==> src/include/lcd_macros.svh <==
// ############################
// Panel timing and geometry constants
// for the ST7789 SPI display path
// ############################

`ifndef LCD_MACROS_SVH
`define LCD_MACROS_SVH

// Core clock in MHz
`define LCD_CLK_MHZ 25

// Hardware reset hold in us, 250 cycles at 25 MHz
`define LCD_RESET_US 10

// Visible area in pixels
`define LCD_X_SIZE 240
`define LCD_Y_SIZE 240

`define LCD_INIT_SIZE 34   // Bytes actually held in the init table
`define LCD_SLOT_CYCLES 16 // Two clocks per SPI bit

`endif

==> src/design/lcd_pixel_pkg.sv <==
// ############################
// Pixel and screen coordinate types
// ############################

`include "lcd_macros.svh"

package lcd_pixel_pkg;

  // RGB565, red [15:11], green [10:5], blue [4:0]
  typedef logic [15:0] pixel_t;

  // 8 bits each for a 240 x 240 screen
  typedef logic [$clog2(`LCD_X_SIZE)-1:0] coord_x_t;
  typedef logic [$clog2(`LCD_Y_SIZE)-1:0] coord_y_t;

endpackage

==> src/design/lcd_link_pkg.sv <==
// ############################
// SPI link and init sequencer types
// ############################

`include "lcd_macros.svh"

package lcd_link_pkg;

  typedef logic [7:0] byte_t; // One SPI payload byte

  // Must reach one past the last table entry
  typedef logic [$clog2(`LCD_INIT_SIZE + 1)-1:0] init_addr_t;

  typedef enum logic [2:0] {
    st_reset_hold,
    st_cmd,
    st_count,
    st_arg,
    st_delay_code,
    st_delay,
    st_pixels
  } seq_state_t;

endpackage

==> src/design/lcd_init_rom.sv <==
// ############################
// ST7789 bring-up table
// cmd, count, args, delay code
// ############################

module lcd_init_rom
  import lcd_link_pkg::*;
(
  input  init_addr_t rom_addr,
  output byte_t      rom_byte
);

  always_comb begin
    case (rom_addr)
      6'd0:  rom_byte = 8'h01; // SWRESET
      6'd1:  rom_byte = 8'h80; // Delay, no args
      6'd2:  rom_byte = 8'h03; // 8 us
      6'd3:  rom_byte = 8'h11; // SLPOUT
      6'd4:  rom_byte = 8'h80;
      6'd5:  rom_byte = 8'h03;
      6'd6:  rom_byte = 8'h3A; // COLMOD
      6'd7:  rom_byte = 8'h01;
      6'd8:  rom_byte = 8'h55; // 16 bit per pixel
      6'd9:  rom_byte = 8'h36; // MADCTL
      6'd10: rom_byte = 8'h01;
      6'd11: rom_byte = 8'h00; // Normal scan order
      6'd12: rom_byte = 8'h2A; // CASET
      6'd13: rom_byte = 8'h04;
      6'd14: rom_byte = 8'h00; // Column start 0
      6'd15: rom_byte = 8'h00;
      6'd16: rom_byte = 8'h00; // Column end 239
      6'd17: rom_byte = 8'hEF;
      6'd18: rom_byte = 8'h2B; // RASET
      6'd19: rom_byte = 8'h04;
      6'd20: rom_byte = 8'h00; // Row start 0
      6'd21: rom_byte = 8'h00;
      6'd22: rom_byte = 8'h00; // Row end 239
      6'd23: rom_byte = 8'hEF;
      6'd24: rom_byte = 8'h21; // INVON
      6'd25: rom_byte = 8'h00;
      6'd26: rom_byte = 8'h13; // NORON
      6'd27: rom_byte = 8'h80;
      6'd28: rom_byte = 8'h03;
      6'd29: rom_byte = 8'h29; // DISPON
      6'd30: rom_byte = 8'h80;
      6'd31: rom_byte = 8'h03;
      6'd32: rom_byte = 8'h2C; // RAMWR, pixels follow
      6'd33: rom_byte = 8'h00;
      default: rom_byte = 8'h00; // Past the end reads as zero
    endcase
  end

endmodule

==> src/design/lcd_pattern_gen.sv <==
// ############################
// RGB565 self-test gradient from x/y
// ############################

module lcd_pattern_gen
  import lcd_pixel_pkg::*;
(
  input  coord_x_t x,
  input  coord_y_t y,
  output pixel_t   color
);

  coord_x_t mix; // Checker-like blue channel

  assign mix = x ^ y;

  // Red ramps along x, green down y
  assign color = {
    x[7:3],   // Red
    y[7:2],   // Green
    mix[7:3]  // Blue
  };

endmodule

==> src/design/lcd_video.sv <==
// ############################
// ST7789 video core: reset hold, init table
// walk, raster scan and SPI byte shifter
// ############################

`include "lcd_macros.svh"

module lcd_video
  import lcd_pixel_pkg::*, lcd_link_pkg::*;
(
  input  logic       clk,
  input  logic       reset,
  output coord_x_t   x,
  output coord_y_t   y,
  output logic       next_pixel, // Pulses as x/y advance
  input  pixel_t     color,
  output init_addr_t rom_addr,
  input  byte_t      rom_byte,
  output logic       oled_csn,
  output logic       oled_clk,
  output logic       oled_mosi,
  output logic       oled_dc,
  output logic       oled_resn
);

  localparam int slot_bits = $clog2(`LCD_SLOT_CYCLES);
  localparam logic [slot_bits-1:0] slot_last = slot_bits'(`LCD_SLOT_CYCLES - 1);
  localparam logic [31:0] reset_wait = 32'(`LCD_RESET_US * `LCD_CLK_MHZ - 1);
  localparam init_addr_t last_entry = init_addr_t'(`LCD_INIT_SIZE - 1);
  localparam init_addr_t table_size = init_addr_t'(`LCD_INIT_SIZE);
  localparam coord_x_t x_last = coord_x_t'(`LCD_X_SIZE - 1);
  localparam coord_y_t y_last = coord_y_t'(`LCD_Y_SIZE - 1);

  seq_state_t           state;
  seq_state_t           kind;       // Entry type read at the next load
  logic [slot_bits-1:0] slot_cnt;   // Bit 0 is the SPI clock
  logic                 active;     // A byte slot is on the wire
  logic                 slot_end;
  logic                 load;       // Start a new slot next cycle
  logic [31:0]          wait_cnt;   // Idle cycles left, minus one
  byte_t                shift_reg;
  byte_t                last_cmd;
  logic [4:0]           arg_left;
  logic                 delay_flag;
  logic                 pix_lo;     // Low colour byte is next
  logic                 dc;
  logic                 resn;

  // Where a record goes once its last byte is out
  function automatic seq_state_t record_next(input logic delay, input logic last);
    if (delay)
      return st_delay_code;
    else if (last)
      return st_pixels;
    else
      return st_cmd;
  endfunction

  assign slot_end = active && (slot_cnt == slot_last);
  assign load     = (!active || slot_end) && (wait_cnt == 32'd0);

  // After a wait the next entry is a command, or the pixels if the table is spent
  always_comb begin
    kind = state;
    if (state == st_reset_hold || state == st_delay)
      kind = (rom_addr == table_size) ? st_pixels : st_cmd;
  end

  always_ff @(posedge clk) begin
    if (reset) begin
      state      <= st_reset_hold;
      rom_addr   <= '0;
      slot_cnt   <= '0;
      active     <= 1'b0;
      wait_cnt   <= reset_wait;
      shift_reg  <= '0;
      arg_left   <= '0;
      delay_flag <= 1'b0;
      pix_lo     <= 1'b0;
      dc         <= 1'b0;
      resn       <= 1'b0;
      x          <= '0;
      y          <= '0;
      next_pixel <= 1'b0;
    end else begin
      next_pixel <= 1'b0;
      if (!active && wait_cnt != 32'd0)
        wait_cnt <= wait_cnt - 32'd1;    // Idle countdown
      if (active)
        slot_cnt <= slot_cnt + 1'b1;     // Wraps to 0 at slot end
      if (slot_end)
        active <= 1'b0;
      if (active && slot_cnt[0])
        shift_reg <= {shift_reg[6:0], 1'b0}; // Next bit on falling edge

      if (load) begin
        active   <= 1'b1;
        slot_cnt <= '0;
        resn     <= 1'b1;                // Panel out of reset for good
        if (kind != st_pixels)
          rom_addr <= rom_addr + 1'b1;
        case (kind)
          st_cmd: begin
            last_cmd  <= rom_byte;
            shift_reg <= 8'h00;          // NOP while the command is fetched
            dc        <= 1'b0;
            state     <= st_count;
          end
          st_count: begin
            arg_left   <= rom_byte[4:0];
            delay_flag <= rom_byte[7];
            shift_reg  <= last_cmd;
            dc         <= 1'b0;
            if (rom_byte[4:0] != 5'd0)
              state <= st_arg;
            else
              state <= record_next(rom_byte[7], rom_addr == last_entry);
          end
          st_arg: begin
            shift_reg <= rom_byte;
            dc        <= 1'b1;
            arg_left  <= arg_left - 5'd1;
            if (arg_left == 5'd1)
              state <= record_next(delay_flag, rom_addr == last_entry);
          end
          st_delay_code: begin
            shift_reg <= 8'h00;
            dc        <= 1'b0;
            // 2^n us, counted once the NOP slot is out
            wait_cnt  <= (32'(`LCD_CLK_MHZ) << rom_byte[4:0]) - 32'd1;
            state     <= st_delay;
          end
          st_pixels: begin
            dc     <= 1'b1;
            pix_lo <= ~pix_lo;
            if (!pix_lo) begin
              shift_reg <= color[15:8];  // High byte first
            end else begin
              shift_reg  <= color[7:0];
              next_pixel <= 1'b1;
              if (x == x_last) begin
                x <= '0;
                y <= (y == y_last) ? '0 : y + 1'b1;
              end else begin
                x <= x + 1'b1;
              end
            end
            state <= st_pixels;
          end
          default: state <= state;       // Wait states never load as themselves
        endcase
      end
    end
  end

  assign oled_clk  = slot_cnt[0];
  assign oled_mosi = shift_reg[7];       // MSB first
  assign oled_dc   = dc;
  assign oled_resn = resn;
  assign oled_csn  = resn;               // Board routes this to backlight enable

endmodule

==> src/design/lcd_display_top.sv <==
// ############################
// Display top: init table, video core
// and test pattern onto the panel pins
// ############################

module lcd_display_top
  import lcd_pixel_pkg::*, lcd_link_pkg::*;
(
  input  logic clk,
  input  logic reset,
  output logic oled_csn,
  output logic oled_clk,
  output logic oled_mosi,
  output logic oled_dc,
  output logic oled_resn
);

  init_addr_t rom_addr;
  byte_t      rom_byte;
  coord_x_t   x;
  coord_y_t   y;
  pixel_t     color;

  lcd_init_rom lcd_init_rom_i (
    .rom_addr (rom_addr),
    .rom_byte (rom_byte)
  );

  lcd_video lcd_video_i (
    .clk        (clk),
    .reset      (reset),
    .x          (x),
    .y          (y),
    .next_pixel (),
    .color      (color),
    .rom_addr   (rom_addr),
    .rom_byte   (rom_byte),
    .oled_csn   (oled_csn),
    .oled_clk   (oled_clk),
    .oled_mosi  (oled_mosi),
    .oled_dc    (oled_dc),
    .oled_resn  (oled_resn)
  );

  lcd_pattern_gen lcd_pattern_gen_i (
    .x     (x),
    .y     (y),
    .color (color)
  );

endmodule

==> config.mk <==
export PLATFORM = sky130hd
export DESIGN_NAME = lcd_display_top
export DESIGN_NICKNAME = d
export VERILOG_FILES = /design/src/design/lcd_pixel_pkg.sv /design/src/design/lcd_link_pkg.sv /design/src/design/lcd_init_rom.sv /design/src/design/lcd_pattern_gen.sv /design/src/design/lcd_video.sv /design/src/design/lcd_display_top.sv
export VERILOG_INCLUDE_DIRS = /design/src /design/src/include
export SDC_FILE = /design/constraint.sdc
export NUM_CORES = 1
export LEC_CHECK = 0
export BUFFER_PORTS_ARGS = -buffer_cell sky130_fd_sc_hd__buf_4
export CAP_MARGIN = 20
export CORE_MARGIN = 2
export CORE_UTILIZATION = 47
export CTS_CLUSTER_DIAMETER = 60
export DETAILED_ROUTE_END_ITERATION = 8
export PLACE_DENSITY = 0.73
export SLEW_MARGIN = 20
export SYNTH_ARGS = -nofsm -noshare
export SYNTH_HDL_FRONTEND = slang
export SYNTH_HIERARCHICAL = 1
export SYNTH_SLANG_ARGS = --single-unit
==> constraint.sdc <==
create_clock -name clk -period 6.45 [get_ports clk]
set_input_delay 0.3225 -clock clk [delete_from_list [all_inputs] [get_ports clk]]
set_output_delay 0.3225 -clock clk [all_outputs]
set_load 0.1 [all_outputs]
==> reports/summary.md, run 1 <==
- 803 — number of cells produced by synthesis
- 16.0 um — Routed wire per std cell
- 12 — top fanout value on the critical path
- false — unrepaired setup endpoints after global routing
- 6 — I/O Buffers
- sky130_fd_sc_hd__nor2_1 — leading cell type in the layout, fill and taps excluded
- 0.07 ns — clk slew on worst S/H paths
- 42 — number of cell rows
- 14,300 um^2 — area of the die
- 0.0777 — share of final-layout standard cells stronger than drive strength 1
- 0.368 — worst-case headroom to the max-slew limit
- 5.01 ns — Crit path arrival time
- 211 MHz — Highest Clock Rate
- sky130_fd_sc_hd__nor2_1 (90), sky130_fd_sc_hd__dfxtp_1 (79), sky130_fd_sc_hd__nand2_1 (73), sky130_fd_sc_hd__a21oi_1 (44), sky130_fd_sc_hd__o21ai_0 (42) — highest-count cells in the layout ignoring fill and taps
- inv_1 > ha_1 > inv_1 > mux4_2 > nor2_1 > a311oi_1 > buf_4 > inv_1 > ha_1 > nor4_1 > a311oi_1 > or3b_1 > nor4_2 > nand2_1 > xnor2_1 > o31ai_1 — crit path cell chain
- 32 — Largest register FFs
- 120 um — Die Y
- 72 — pin count of the biggest net entering global routing
- 0.70 ns — Max stage delay on crit path
- 10,600 um — Final HPWL DP
- 0.472 — Clock Power Share
- 0.479 — starting density of the core
- 0 — ANT nets after route
- 0.216 — aggregate global-route resource usage
- 0.137 mV — highest ir drop seen on vdd
- 5.09% — P&R area growth vs syn
- 25,300 um — first-pass GRT wire length
- done — TritonCTS clock tree
- 5,055 — vias in the first global route
- 13,100 um^2 — core region area
- 6.72 ns — endpoint required time on the critical path
- 0 — overflow left after global routing
- 0 — Final Hold Violating Endpoints
- 0 — cts-stage hold buffer count
- 0.018 — combinational power share
- 2 — CTS max path bufs
- 5,643 — total number of vias
- 4.74 ns — Period minus WS final
- 0 — PostCTS Resize Cnt
- 0 — Max Slew Vio Count
- 6 — synth warn
- sky130_fd_sc_hd__nor4_2 — master of the slowest instance on the critical path
- 7 — number of primary I/O pins
- 0.36 ns — insertion delay of the later-clocked pin in the worst-skew pair
- 0 — antenna violations before repair
- 0 — number of remaining DRC errors
- 3 — H-tree Lvls
- 0 — Antenna diodes
- 2 — cell count of the worst hold path
- 0.940 ns — transition time at the pin with the least slew margin
- reg2reg — crit path kind
- 948 — number of non-filler instances in the completed layout
- 932 — number of placed cells counting well taps
- finished clean — result of the run
- sky130_fd_sc_hd__clkbuf_16 — Root Buffer
- 1,240 — Filler Cell Count
- 9 — number of buffers added by the clock tree synthesis step
- 2.30 nW — leakage power figure
- 827 — number of nets produced by synthesis
- 0.510 — fraction of power consumed by sequential logic
- 791 — Post-layout nets
- 567 — Initial DRC Count
- flop — critical path endpoint category
- 828 uW — internal power consumption
- flop — startpoint kind of the worst setup timing path
- 0.233 — proportion of total power due to net switching
- 0 ns — aggregate negative setup slack
- 6290 um^2 — area of the mapped netlist
- 0 — final setup fails
- 5.95 — drt via density
- 0 — Setup Buffers After CTS
- 251 uW — Sw Pwr
- 87 — Clock Sinks
- 15,200 um — detailed-route wire length
- 163 nW/um^2 — power density cells
- 0 — Max-Cap Viols
- 0.735 — crit share post-route
- reg2reg — Tightest Hold Check Type
- 0.916 — routability cong.
- 16 — cell depth of the worst flop-to-flop path
- 120 um — width of the die
- lcd_video_i/wait_cnt — Most flops, register
- 5 — drt first pass iters
- sky130_fd_sc_hd__inv_1 — most used cell along the critical path
- 0.00912 ns — final worst clock skew
- 7.83 um^2 — average footprint of a synthesized cell
-- path summary, 6_finish.rpt --
kind / slack, ns / from / to
hold reg to reg: 0.47 / lcd_video_i/shift_reg[0] / lcd_video_i/shift_reg[0]
setup / recovery: 1.71 / lcd_video_i/rom_addr[0] / lcd_video_i/wait_cnt[30]
hold / removal: 0.47 / lcd_video_i/shift_reg[0] / lcd_video_i/shift_reg[0]
setup reg to reg: 1.71 / lcd_video_i/rom_addr[0] / lcd_video_i/wait_cnt[30]
-- power groups by stage --
stage	clock [mW]	combinational (mW)	sequential (mW)
final	0.509	0.0198	0.550
after global routing	0.537	0.0223	0.551
after CTS	0.519	0.0200	0.550
after detailed placement	0	0.0199	0.563
after global placement	0	0.0198	0.562
after floorplan	0	0.0159	0.562
-- per-stage QoR --
step	setup WS, ns	hold slack [ns]	utilization	area [um^2]	total power, mW
6_report	1.71	0.474	0.503	6610	1.08
5_1_grt	1.24	0.504	0.503	6610	1.11
3_5_place_dp	1.76	0.460	0.481	6320	0.582
2_1_floorplan	1.88	0.442	-	6290	0.578
3_3_place_gp	1.88	0.460	0.481	6320	0.582
4_1_cts	1.74	0.471	0.503	6600	1.09
-- routing by layer --
layer / global-route usage / part of all wire
met2: 0.326 / 0.45
met3: 0.0276 / 0.044
met1: 0.313 / 0.49
met5: 0 / 0
met4: 0.0853 / 0.021
-- cell type report --
cell class                 instances  area (um^2)  share of cell area
multi-input combinational        629         4080               0.617
sequential                        87         1820               0.276
clock buffer                      11          243              0.0367
tap                              176          220              0.0333
timing repair buffer              14          105              0.0159
inverter                          26          100              0.0151
clock inverter                     5         40.0             0.00606
-- critical path: cells and delay by family (launching register included) --
family          cells  cell delay (ns)
mux                 1             0.44
compound gates      3             0.38
buf+inv             4             0.54
flops               1             0.55
xor+xnor            1             0.18
simple gates        5             1.81
fa+ha+maj           2             0.74
Note: power is estimated with default switching activity, not from simulation.
==> run 2: changes to the inputs <==
Clock period 6.45 ns to 4.6 ns, I/O delays scaled along.
==> reports/summary.md, run 2 (same netlist as run 1, synthesis figures left out) <==
- 13,100 um^2 — core region area, unchanged
- 230 MHz — Highest Clock Rate, +8.9%
- 120 um — width of the die, unchanged
- 0 — number of remaining DRC errors, unchanged
- 349 uW — Sw Pwr, +39%
- 0.891 ns — transition time at the pin with the least slew margin, -0.0499 ns
- inv_1 > ha_1 > nand2b_1 > a31o_1 > a311oi_1 > buf_4 > inv_1 > ha_1 > buf_4 > nor3b_1 > o21ai_0 > o2111ai_1 > or3b_2 > or4_1 > o211ai_1 > a21oi_1 — crit path cell chain
- 0 — Antenna diodes, unchanged
- 2.37 nW — leakage power figure, +3.3%
- done — TritonCTS clock tree
- false — unrepaired setup endpoints after global routing
- lcd_video_i/wait_cnt — Most flops, register
- 0 — overflow left after global routing, unchanged
- 0.67 ns — Max stage delay on crit path, -0.03 ns
- 805 — Post-layout nets, +1.8%
- sky130_fd_sc_hd__or3b_2 — master of the slowest instance on the critical path
- 0.219 — aggregate global-route resource usage, +0.00244
- flop — critical path endpoint category
- 0.166 mV — highest ir drop seen on vdd, +21%
- 11,200 um — Final HPWL DP, +5.5%
- in2reg — Tightest Hold Check Type
- 0.946 — crit share post-route, +0.211
- flop — startpoint kind of the worst setup timing path
- finished clean — result of the run
- 0 ns — aggregate negative setup slack, unchanged
- 0.512 — Util after Layout, +0.00876
- 0.00671 ns — final worst clock skew, -0.00241 ns
- 25,400 um — first-pass GRT wire length, +0.30%
- sky130_fd_sc_hd__nor2_1 (90), sky130_fd_sc_hd__dfxtp_1 (79), sky130_fd_sc_hd__nand2_1 (73), sky130_fd_sc_hd__a21oi_1 (44), sky130_fd_sc_hd__o21ai_0 (42) — highest-count cells in the layout ignoring fill and taps
- 120 um — Die Y, unchanged
- 0.479 — starting density of the core, unchanged
- 695 — Initial DRC Count, +23%
- 0.36 ns — insertion delay of the later-clocked pin in the worst-skew pair, about the same
- 6 — I/O Buffers, unchanged
- 7 — number of primary I/O pins, unchanged
- 227 nW/um^2 — power density cells, +39%
- 32 — Largest register FFs, unchanged
- 5 — drt first pass iters, unchanged
- 1,276 — Filler Cell Count, +2.9%
- 4.84 ns — endpoint required time on the critical path, -1.88 ns
- 5,123 — vias in the first global route, +1.3%
- 72 — pin count of the biggest net entering global routing, unchanged
- lcd_video_i/rom_addr[0] — reg2reg start
- 0 — PostCTS Resize Cnt, unchanged
- 0 — Final Hold Violating Endpoints, unchanged
- 0 — Max-Cap Viols, unchanged
- 87 — Clock Sinks, unchanged
- 0 — Setup Buffers After CTS, unchanged
- 0.505 — fraction of power consumed by sequential logic, -0.005
- 4.35 ns — Period minus WS final, -0.389 ns
- 5,776 — total number of vias, +2.4%
- 42 — number of cell rows, unchanged
- 15,600 um — detailed-route wire length, +3.1%
- 0.07 ns — clk slew on worst S/H paths, about the same
- sky130_fd_sc_hd__nor2_1 — leading cell type in the layout, fill and taps excluded
- 4.60 ns — Crit path arrival time, -0.41 ns
- 2 — CTS max path bufs, unchanged
- 6.00 — drt via density, +0.87%
- 4 — buffers plus inverters on the worst setup path, unchanged
- sky130_fd_sc_hd__clkbuf_16 — Root Buffer
- 1.18 mW — internal power consumption, +42%
- 0 — final setup fails, unchanged
- 13 — top fanout value on the critical path, +1
- 0 — Max Slew Vio Count, unchanged
- 0.911 — routability cong., -0.60%
- 3 — H-tree Lvls, unchanged
- 0.229 — proportion of total power due to net switching, -0.00422
- reg2reg — crit path kind
- reset — critical hold path startpoint
- lcd_video_i/rom_addr[0] — launching element of the worst setup path
- 0.0941 — share of final-layout standard cells stronger than drive strength 1, +0.0164
- 9 — number of buffers added by the clock tree synthesis step, unchanged
- 6.92% — P&R area growth vs syn
- 0 — antenna violations before repair, unchanged
- 0 — ANT nets after route, unchanged
- 0.400 — worst-case headroom to the max-slew limit, +0.0318
- 0 — cts-stage hold buffer count, unchanged
- 0.477 — Clock Power Share, +0.005
- 14,300 um^2 — area of the die, unchanged
- 16.3 um — Routed wire per std cell, +1.6%
- 0.018 — combinational power share, about the same
- simple AND/OR/NAND/NOR gates — CP top delay family
-- run 2: changes by cell type in the layout (fill, tap and decap cells not counted), sizes merged --
cell	before	now
buf	14	28
-- run 2: per-stage QoR --
| stage | hold slack [ns] | power (mW) | setup WS, ns | area, um^2 | instances |
|---|---|---|---|---|---|
| after floorplan | 0.442 | 0.810 | 0.0297 | 6290 | 803 |
| after global placement | 0.464 | 0.816 | 0.433 | 6420 | 946 |
| after detailed placement | 0.462 | 0.816 | 0.347 | 6420 | 946 |
| after CTS | 0.418 | 1.54 | 0.300 | 6720 | 962 |
| after global routing | 0.448 | 1.58 | 0.0731 | 6730 | 962 |
| final | 0.425 | 1.53 | 0.247 | 6730 | 962 |
-- run 2: path summary, 6_finish.rpt --
| kind | to | slack, ns | cells past startpoint |
|---|---|---|---|
| max | lcd_video_i/wait_cnt[29] | 0.25 | 16 |
| min | lcd_video_i/y[2] | 0.43 | 2 |
| max reg2reg | lcd_video_i/wait_cnt[29] | 0.25 | 16 |
| min reg2reg | lcd_video_i/shift_reg[0] | 0.48 | 2 |
-- run 2: final cells by class --
class	count	area [um^2]	share of cell area
Clock inverter	5	38.8	0.00577
Clock buffer	11	254	0.0378
Sequential cell	87	1820	0.271
Tap cell	176	220	0.0327
Timing Repair Buffer	28	210	0.0313
Inverter	26	100	0.0149
Multi-Input combinational cell	629	4080	0.607
-- run 2: layer usage --
metal  global-route usage  part of all wire  vias up
li1                     -                 -     2836
met1                0.308              0.47     2694
met2                0.339              0.45      215
met3               0.0361             0.061       31
met4               0.0757             0.020        0
met5                    0                 0        -
-- run 2: power by group through the flow --
stage | clock network (mW) | logic [mW] | registers (mW)
2_1_floorplan | 0 | 0.0224 | 0.788
3_3_place_gp | 0 | 0.0273 | 0.789
3_5_place_dp | 0 | 0.0274 | 0.789
4_1_cts | 0.744 | 0.0275 | 0.771
5_1_grt | 0.774 | 0.0312 | 0.771
6_report | 0.730 | 0.0273 | 0.771
